$ cat src/include/ps2_macros.svh
`ifndef PS2_MACROS_SVH
`define PS2_MACROS_SVH

// system clocks without a filtered clock edge that end a frame.
`define PS2_QUIET_CYCLES 5120

// integrator counts where the filtered clock level falls and rises.
`define PS2_INT_LOW  4
`define PS2_INT_HIGH 11

// number of buffered events as a power of two.
`define PS2_FIFO_DEPTH 16

// word addresses taken from adr[3:2].
`define PS2_ADDR_DATA   2'd0
`define PS2_ADDR_STATUS 2'd1
`define PS2_ADDR_CTRL   2'd2

`endif

$ cat src/design/ps2_pkg.sv
`default_nettype none

package ps2_pkg;

  // one received frame.
  typedef struct packed {
    logic       port;
    logic       parity_err;
    logic [7:0] code;
  } ps2_event_t;

  // wishbone classic request from master to slave.
  typedef struct packed {
    logic        cyc;
    logic        stb;
    logic        we;
    logic [3:0]  adr;
    logic [31:0] dat;
  } wb_req_t;

  // wishbone classic response from slave to master.
  typedef struct packed {
    logic        ack;
    logic [31:0] dat;
  } wb_rsp_t;

  typedef enum logic {
    WB_IDLE,
    WB_ACK
  } wb_state_e;

endpackage

`default_nettype wire

$ cat src/design/ps2_receiver.sv
`timescale 1ns/1ps
`include "ps2_macros.svh"
`default_nettype none

module ps2_receiver #(
  parameter int PORT_ID      = 0,
  parameter int QUIET_CYCLES = `PS2_QUIET_CYCLES
) (
  input  logic                clk,
  input  logic                reset,
  input  logic                ps2_clk,
  input  logic                ps2_data,
  input  logic                enable,
  output ps2_pkg::ps2_event_t ev,
  output logic                ev_valid,
  input  logic                ev_ack,
  output logic                frame_err,
  output logic                overrun
);
  import ps2_pkg::*;

  localparam int TW = $clog2(QUIET_CYCLES + 1);

  logic [1:0]    clk_sync;
  logic [1:0]    data_sync;
  logic [3:0]    integ;
  logic          lvl;
  logic          lvl_prv;
  logic          fall;
  logic          edge_seen;
  logic [TW-1:0] timer;
  logic          quiet_hit;
  logic [3:0]    bitcnt;
  logic [10:0]   shreg;
  logic          shape_ok;
  logic          frame_ok;
  logic          bad_frame;
  logic          load;

  always_ff @(posedge clk) begin
    if (reset) begin
      clk_sync  <= 2'b11;
      data_sync <= 2'b11;
    end else begin
      clk_sync  <= {clk_sync[0], ps2_clk};
      data_sync <= {data_sync[0], ps2_data};
    end
  end

  // a glitch only moves the saturating integrator a few steps.
  always_ff @(posedge clk) begin
    if (reset) begin
      integ <= 4'hf;
    end else if (clk_sync[1] && integ != 4'hf) begin
      integ <= integ + 4'd1;
    end else if (!clk_sync[1] && integ != 4'h0) begin
      integ <= integ - 4'd1;
    end
  end

  // hysteresis between the two thresholds.
  always_ff @(posedge clk) begin
    if (reset) begin
      lvl     <= 1'b1;
      lvl_prv <= 1'b1;
    end else begin
      lvl_prv <= lvl;
      if (integ == 4'(`PS2_INT_LOW)) begin
        lvl <= 1'b0;
      end else if (integ == 4'(`PS2_INT_HIGH)) begin
        lvl <= 1'b1;
      end
    end
  end

  assign fall      = lvl_prv & ~lvl;
  assign edge_seen = lvl_prv ^ lvl;

  // holds at the limit so a long idle reports only once.
  always_ff @(posedge clk) begin
    if (reset || edge_seen) begin
      timer <= '0;
    end else if (timer != TW'(QUIET_CYCLES)) begin
      timer <= timer + 1'b1;
    end
  end

  assign quiet_hit = !edge_seen && (timer == TW'(QUIET_CYCLES - 1));

  always_ff @(posedge clk) begin
    if (reset) begin
      bitcnt <= 4'd0;
    end else if (fall) begin
      if (bitcnt != 4'hf) begin
        bitcnt <= bitcnt + 4'd1;
      end
    end else if (quiet_hit) begin
      bitcnt <= 4'd0;
    end
  end

  // the lsb arrives first so after 11 bits the start bit sits in bit 0.
  always_ff @(posedge clk) begin
    if (fall) begin
      shreg <= {data_sync[1], shreg[10:1]};
    end
  end

  assign shape_ok  = (bitcnt == 4'd11) && !shreg[0] && shreg[10];
  assign frame_ok  = quiet_hit && lvl && shape_ok;
  assign bad_frame = quiet_hit && (!lvl || (bitcnt != 4'd0 && !shape_ok));
  assign load      = frame_ok && enable;

  always_ff @(posedge clk) begin
    if (reset) begin
      ev_valid  <= 1'b0;
      frame_err <= 1'b0;
      overrun   <= 1'b0;
    end else begin
      frame_err <= bad_frame;
      // an unacked event is replaced by the newer one.
      overrun   <= load && ev_valid && !ev_ack;
      if (load) begin
        ev_valid <= 1'b1;
      end else if (ev_ack) begin
        ev_valid <= 1'b0;
      end
    end
  end

  always_ff @(posedge clk) begin
    if (load) begin
      ev.port       <= 1'(PORT_ID);
      ev.parity_err <= ~^shreg[9:1];
      ev.code       <= shreg[8:1];
    end
  end

endmodule

`default_nettype wire

$ cat src/design/ps2_event_arbiter.sv
`timescale 1ns/1ps
`default_nettype none

module ps2_event_arbiter (
  input  logic                      clk,
  input  logic                      reset,
  input  ps2_pkg::ps2_event_t [1:0] req_ev,
  input  logic [1:0]                req_valid,
  output logic [1:0]                req_ack,
  input  logic                      fifo_full,
  output logic                      wr_en,
  output ps2_pkg::ps2_event_t       wr_data
);
  import ps2_pkg::*;

  logic last_grant;

  always_comb begin
    req_ack = 2'b00;
    if (!fifo_full) begin
      if (req_valid == 2'b11) begin
        // with both waiting the port not served last goes first.
        if (last_grant) begin
          req_ack[0] = 1'b1;
        end else begin
          req_ack[1] = 1'b1;
        end
      end else if (req_valid[0]) begin
        req_ack[0] = 1'b1;
      end else if (req_valid[1]) begin
        req_ack[1] = 1'b1;
      end
    end
  end

  assign wr_en   = |req_ack;
  assign wr_data = req_ack[1] ? req_ev[1] : req_ev[0];

  always_ff @(posedge clk) begin
    if (reset) begin
      last_grant <= 1'b1;
    end else if (wr_en) begin
      last_grant <= req_ack[1];
    end
  end

endmodule

`default_nettype wire

$ cat src/design/ps2_event_fifo.sv
`timescale 1ns/1ps
`include "ps2_macros.svh"
`default_nettype none

module ps2_event_fifo (
  input  logic                               clk,
  input  logic                               reset,
  input  logic                               wr_en,
  input  ps2_pkg::ps2_event_t                wr_data,
  input  logic                               rd_en,
  output ps2_pkg::ps2_event_t                rd_data,
  output logic [$clog2(`PS2_FIFO_DEPTH):0]   count,
  output logic                               empty,
  output logic                               full
);
  import ps2_pkg::*;

  localparam int DEPTH = `PS2_FIFO_DEPTH;
  localparam int AW    = $clog2(DEPTH);

  ps2_event_t    mem [DEPTH];
  logic [AW-1:0] wr_ptr;
  logic [AW-1:0] rd_ptr;
  logic          do_wr;
  logic          do_rd;

  assign do_wr = wr_en && !full;
  assign do_rd = rd_en && !empty;

  always_ff @(posedge clk) begin
    if (do_wr) begin
      mem[wr_ptr] <= wr_data;
    end
  end

  always_ff @(posedge clk) begin
    if (reset) begin
      wr_ptr <= '0;
      rd_ptr <= '0;
      count  <= '0;
    end else begin
      if (do_wr) begin
        wr_ptr <= wr_ptr + 1'b1;
      end
      if (do_rd) begin
        rd_ptr <= rd_ptr + 1'b1;
      end
      // pointers wrap on their own since depth is a power of two.
      if (do_wr && !do_rd) begin
        count <= count + 1'b1;
      end else if (do_rd && !do_wr) begin
        count <= count - 1'b1;
      end
    end
  end

  assign rd_data = mem[rd_ptr];
  assign empty   = (count == '0);
  assign full    = (count == (AW + 1)'(DEPTH));

endmodule

`default_nettype wire

$ cat src/design/ps2_wb_regs.sv
`timescale 1ns/1ps
`include "ps2_macros.svh"
`default_nettype none

module ps2_wb_regs (
  input  logic                             clk,
  input  logic                             reset,
  input  ps2_pkg::wb_req_t                 wb_req,
  output ps2_pkg::wb_rsp_t                 wb_rsp,
  output logic                             rd_en,
  input  ps2_pkg::ps2_event_t              rd_data,
  input  logic [$clog2(`PS2_FIFO_DEPTH):0] count,
  input  logic                             empty,
  input  logic [1:0]                       frame_err,
  input  logic [1:0]                       overrun,
  output logic [1:0]                       port_en,
  output logic                             irq
);
  import ps2_pkg::*;

  localparam int CW = $clog2(`PS2_FIFO_DEPTH) + 1;

  wb_state_e   state;
  logic        we_q;
  logic [1:0]  addr_q;
  logic [31:0] wdat_q;
  logic        wr_status;
  logic        wr_ctrl;
  logic        irq_en;
  logic [1:0]  fe_sticky;
  logic [1:0]  ov_sticky;
  logic [31:0] rdata;

  always_ff @(posedge clk) begin
    if (reset) begin
      state <= WB_IDLE;
    end else begin
      case (state)
        WB_IDLE: if (wb_req.cyc && wb_req.stb) state <= WB_ACK;
        default: state <= WB_IDLE;
      endcase
    end
  end

  always_ff @(posedge clk) begin
    if (state == WB_IDLE) begin
      we_q   <= wb_req.we;
      addr_q <= wb_req.adr[3:2];
      wdat_q <= wb_req.dat;
    end
  end

  // register side effects all happen in the ack cycle.
  assign wr_status = (state == WB_ACK) && we_q && (addr_q == `PS2_ADDR_STATUS);
  assign wr_ctrl   = (state == WB_ACK) && we_q && (addr_q == `PS2_ADDR_CTRL);
  assign rd_en     = (state == WB_ACK) && !we_q && (addr_q == `PS2_ADDR_DATA) && !empty;

  always_ff @(posedge clk) begin
    if (reset) begin
      fe_sticky <= 2'b00;
      ov_sticky <= 2'b00;
      port_en   <= 2'b11;
      irq_en    <= 1'b0;
      irq       <= 1'b0;
    end else begin
      // a new error in the clearing cycle still sticks.
      fe_sticky <= (fe_sticky & ~(wr_status ? wdat_q[17:16] : 2'b00)) | frame_err;
      ov_sticky <= (ov_sticky & ~(wr_status ? wdat_q[19:18] : 2'b00)) | overrun;
      if (wr_ctrl) begin
        port_en <= wdat_q[1:0];
        irq_en  <= wdat_q[4];
      end
      irq <= irq_en && !empty;
    end
  end

  always_comb begin
    rdata = 32'h0;
    case (addr_q)
      `PS2_ADDR_DATA: begin
        rdata[7:0] = rd_data.code;
        rdata[8]   = rd_data.port;
        rdata[9]   = rd_data.parity_err;
        rdata[31]  = !empty;
      end
      `PS2_ADDR_STATUS: begin
        rdata[CW-1:0] = count;
        rdata[17:16]  = fe_sticky;
        rdata[19:18]  = ov_sticky;
      end
      `PS2_ADDR_CTRL: begin
        rdata[1:0] = port_en;
        rdata[4]   = irq_en;
      end
      default: rdata = 32'h0;
    endcase
  end

  assign wb_rsp.ack = (state == WB_ACK);
  assign wb_rsp.dat = rdata;

endmodule

`default_nettype wire

$ cat src/design/ps2_subsystem.sv
`timescale 1ns/1ps
`include "ps2_macros.svh"
`default_nettype none

module ps2_subsystem #(
  parameter int QUIET_CYCLES = `PS2_QUIET_CYCLES
) (
  input  logic             clk,
  input  logic             reset,
  input  logic [1:0]       ps2_clk,
  input  logic [1:0]       ps2_data,
  input  ps2_pkg::wb_req_t wb_req,
  output ps2_pkg::wb_rsp_t wb_rsp,
  output logic             irq
);
  import ps2_pkg::*;

  ps2_event_t [1:0]                   ev;
  logic [1:0]                         ev_valid;
  logic [1:0]                         ev_ack;
  logic [1:0]                         frame_err;
  logic [1:0]                         overrun;
  logic [1:0]                         port_en;
  logic                               wr_en;
  ps2_event_t                         wr_data;
  logic                               rd_en;
  ps2_event_t                         rd_data;
  logic [$clog2(`PS2_FIFO_DEPTH):0]   count;
  logic                               empty;
  logic                               full;

  // port 0 is the keyboard.
  ps2_receiver #(.PORT_ID(0), .QUIET_CYCLES(QUIET_CYCLES)) ps2_receiver_0_i (
    .clk(clk), .reset(reset),
    .ps2_clk(ps2_clk[0]), .ps2_data(ps2_data[0]), .enable(port_en[0]),
    .ev(ev[0]), .ev_valid(ev_valid[0]), .ev_ack(ev_ack[0]),
    .frame_err(frame_err[0]), .overrun(overrun[0])
  );

  // port 1 is the mouse.
  ps2_receiver #(.PORT_ID(1), .QUIET_CYCLES(QUIET_CYCLES)) ps2_receiver_1_i (
    .clk(clk), .reset(reset),
    .ps2_clk(ps2_clk[1]), .ps2_data(ps2_data[1]), .enable(port_en[1]),
    .ev(ev[1]), .ev_valid(ev_valid[1]), .ev_ack(ev_ack[1]),
    .frame_err(frame_err[1]), .overrun(overrun[1])
  );

  ps2_event_arbiter ps2_event_arbiter_i (
    .clk(clk), .reset(reset),
    .req_ev(ev), .req_valid(ev_valid), .req_ack(ev_ack),
    .fifo_full(full), .wr_en(wr_en), .wr_data(wr_data)
  );

  ps2_event_fifo ps2_event_fifo_i (
    .clk(clk), .reset(reset),
    .wr_en(wr_en), .wr_data(wr_data),
    .rd_en(rd_en), .rd_data(rd_data),
    .count(count), .empty(empty), .full(full)
  );

  ps2_wb_regs ps2_wb_regs_i (
    .clk(clk), .reset(reset),
    .wb_req(wb_req), .wb_rsp(wb_rsp),
    .rd_en(rd_en), .rd_data(rd_data), .count(count), .empty(empty),
    .frame_err(frame_err), .overrun(overrun),
    .port_en(port_en), .irq(irq)
  );

endmodule

`default_nettype wire

$ cat config.mk
export PLATFORM = sky130hd
export DESIGN_NAME = ps2_subsystem
export DESIGN_NICKNAME = d
export VERILOG_FILES = /design/src/design/ps2_pkg.sv /design/src/design/ps2_receiver.sv /design/src/design/ps2_event_arbiter.sv /design/src/design/ps2_event_fifo.sv /design/src/design/ps2_wb_regs.sv /design/src/design/ps2_subsystem.sv
export VERILOG_INCLUDE_DIRS = /design/src /design/src/include
export SDC_FILE = /design/constraint.sdc
export NUM_CORES = 1
export LEC_CHECK = 0
export ABC_AREA = 1
export BUFFER_PORTS_ARGS = -buffer_cell sky130_fd_sc_hd__buf_2
export CAP_MARGIN = 20
export CORE_UTILIZATION = 57
export CTS_BUF_LIST = sky130_fd_sc_hd__clkbuf_4 sky130_fd_sc_hd__clkbuf_8 sky130_fd_sc_hd__clkbuf_16
export CTS_CLUSTER_DIAMETER = 50
export DETAILED_ROUTE_END_ITERATION = 8
export PLACE_DENSITY_LB_ADDON = 0.15
export SETUP_SLACK_MARGIN = 0.4
export SYNTH_ARGS = -nofsm -noshare
export SYNTH_HDL_FRONTEND = slang
export SYNTH_SLANG_ARGS = --single-unit
$ cat constraint.sdc
create_clock -name clk -period 2.4 [get_ports clk]
set_input_delay 0.48 -clock clk [delete_from_list [all_inputs] [get_ports clk]]
set_output_delay 0.48 -clock clk [all_outputs]
set_load 0.005 [all_outputs]
==> key figures <==
Yosys
  • Yosys warns: 0
  • Syn Inst Count: around 1.3k
  • Syn Std Cell Area: roughly 0.013 mm^2
  • Sequential share of the synthesized area: 61.6%
  • Number of enable flip-flop cells after synthesis: 210
  • Top FF cell, synth: edfxtp_1
  • Async S/R FF share, synth: 0%
  • Syn Area/Cell: about 9.7 um^2
  • Seq cells post-synth: just under 300
  • Distinct cells, synth: between 40 and 50

Timing
  • Fin worst setup slack: -84.6 ps
  • Clk_skew: 8.00 ps
  • Max Slew Vio Count: 0
  • Fin Hold WS: about 95 ps
  • Final worst-path cycle share: 104%
  • Final Hold Fails: 0
  • Fmax: between 400 and 500 MHz
  • RSZ-0062 raised after global routing: yes
  • Tmin final: 2480 ps
  • Final setup violating endpoints: 10
  • Setup TNS: -384 ps

Setup path
  • Critical path fanouts, max: 16
  • Max incr delay on CP: approximately 460 ps
  • CP bufs+invs: 3
  • Top delay family on crit path: simple AND/OR/NAND/NOR gates
  • Critical path cell sequence: inv_8 -> buf_12 -> nand2_1 -> nand3_1 -> nand3_2 -> nand3_2 -> nand2_2 -> nand2_1 -> nand2_1 -> buf_2
  • Startpoint Class: flop
  • Critical Path AT: ~2000 ps
  • Slowest CP cell: dfxtp_4
  • Cell mode on critical path: nand2_1
  • Crit Path Category: reg -> out
  • Worst setup EP type: output port
  • Critical Path RT: approximately 1900 ps

Outcome
  • Status: complete, but fails checks
  • Failing checks: negative setup slack

Floorplan
  • Core ar.: around 0.023 mm^2
  • Die Y: between 150 and 200 um
  • Starting density of the core: roughly 58%
  • IO Count: 79
  • Die Wd: roughly 150 um
  • Die ar.: 0.0235 mm^2
  • Floorplan row count: 55

Detailed routing
  • Vias post-DR: 9324
  • Post-DRT Antenna Nets: 0
  • Drt total wl: 28300 um
  • Routed wire per std cell: 16.1 um
  • Drt initial violations: ~700
  • DR DRC count: 0
  • Pre-antenna DRT Iters: 5
  • Via-per-instance ratio: approximately 5.3

GRT
  • Total GRT Usage: approximately a quarter
  • Global route total overflow: 0
  • Vias in the first global route: roughly 9.1k
  • First-pass GRT wire length: 44800 um
  • Initial antenna violation count: 0
  • Largest net degree at the start of global routing: 39

Clock network
  • # hold bufs at CTS: 0
  • Reg clk slew, reported paths: around 60 ps
  • CTS root buffer: clkbuf_16
  • CTS Sinks: 297
  • Clock insertion delay at the later pin of the skew report: ~560 ps
  • Max Buffers Root-to-Sink: 3
  • H-Tree Depth: 1
  • CTS tree: done
  • CTS buffer count: 31

Cells and area
  • Layout cell share with drive strength beyond 1: roughly a fifth
  • Area Growth Syn to Fin: 19.4%
  • N_diodes: 0
  • Number of nets in the layout: 1526
  • # fillers: 1700
  • Non-Filler Instances: about 1.8k
  • Commonest non-fill, non-tap cells in the layout: nand2_1 (318), edfxtp_1 (210), inv_1 (155)
  • Most common cell after layout, fill and taps aside: nand2_1

Power and ir drop
  • PwrDens: between 700 and 800 mW/mm^2
  • Maximum VDD drop: around 0.00075 V
  • Leakage: approximately 0.0064 uW

Worst hold path
  • Hold WC Path Type: in -> reg

Placed design
  • RD Place Congestion: around 0.84
  • Port bufs: 34
  • HPWL after DPL: ~18000 um
  • Placed Cells: 1674

Run
  • Max Cap Viol: 0
==> path summary, 6_finish.rpt <==
kind,endpoint,cells after the start,startpoint,slack (ps)
worst min-delay path,ps2_wb_regs_i.wdat_q[1],1,wb_req[1],100
worst min register to register,ps2_receiver_1_i.shreg[10],0,ps2_receiver_1_i.data_sync[1],410
worst max-delay path,wb_rsp[1],10,flop,-80
worst max register to register,ps2_event_fifo_i.count[4],12,ps2_event_fifo_i.count[3],320
==> cells by family after synthesis <==
kind of cell | count (synthesis) | synth area share (%)
adder cells (fa/ha/maj) | 26 | 2.66
flip-flops | 297 | 61.6
AO/OA/AOI/OAI | 119 | 4.87
buffers and inverters | 228 | 7.63
XOR/XNOR | 22 | 1.47
other | 1 | 0.0287
AND/OR/NAND/NOR | 656 | 21.7
==> power breakdown <==
group          leakage (uW)  total [uW]  internal, uW  switching [uW]
Combinational       0.00327         856           346             510
Clock              0.000535        4930          2970            1960
Sequential          0.00260        5670          5550             121
==> stage by stage <==
step	util [%]	power (uW)	area, um^2	setup slack [ps]
2_1_floorplan	-	6420	13100	426
3_3_place_gp	60.5	6550	13700	273
3_5_place_dp	60.5	6590	13700	239
4_1_cts	67.6	11500	15300	-41.2
5_1_grt	69.1	11900	15600	-198
6_report	69.1	11500	15600	-84.6
==> Yosys cell counts, drive strengths merged (12+ instances only) <==
library cell | count | area (um^2)
nand2 | 345 | 1310
edfxtp | 210 | 6310
inv | 171 | 644
nand3 | 153 | 803
nor2 | 118 | 468
dfxtp | 87 | 1740
o21ai | 57 | 304
a21oi | 56 | 284
buf | 45 | 305
ha | 23 | 288
nor3 | 12 | 81.3
==> metal layers <==
layer | GRT usage [%] | part of all wire, %
met1 | 29.0 | 41
met2 | 43.6 | 51
met5 | 0 | 0
met3 | 3.01 | 4.2
met4 | 10.7 | 4.1
==> layout make-up <==
class	count	area [um^2]	share of cell area (%)
inverters	173	689	4.42
multi-input cells	840	4450	28.5
flip-flops and latches	297	8060	51.7
well taps	285	357	2.28
clock inverters	12	151	0.970
repair buffers	112	980	6.28
clock buffers	46	913	5.85
==> flip-flops by register name, indices dropped and copies added, names as in the netlist, 4 cells and up, named ones only <==
name / cells
ps2_event_fifo_i.count: 5
ps2_event_fifo_i.mem: 160
ps2_event_fifo_i.rd_ptr: 4
ps2_event_fifo_i.wr_ptr: 4
ps2_receiver_0_i.bitcnt: 4
ps2_receiver_0_i.ev: 9
ps2_receiver_0_i.integ: 4
ps2_receiver_0_i.shreg: 11
ps2_receiver_0_i.timer: 13
ps2_receiver_1_i.bitcnt: 4
ps2_receiver_1_i.ev: 9
ps2_receiver_1_i.integ: 4
ps2_receiver_1_i.shreg: 11
ps2_receiver_1_i.timer: 13
ps2_wb_regs_i.wdat_q: 7
==> worst reg2reg max path, stage by stage, from the launching register on <==
cell     delay, ps
dfxtp_4        370
nor2_4         130
buf_6          100
nand4_1        190
nand2_2        180
ha_4           170
inv_6           50
fa_2           380
nand3_2         80
nand2_2         50
xor2_1         130
nand2_1         70
a21oi_1        110
==> timing repair <==
| item | CTS | global route |
|---|---|---|
| pin swaps | 18 | 7 |
| cloned | 1 | 1 |
| endpoints found under the setup margin | 114 | 136 |
| buffers inserted | 24 | 7 |
| resized for setup | 80 | 77 |
(Power assumes the default switching activity.)
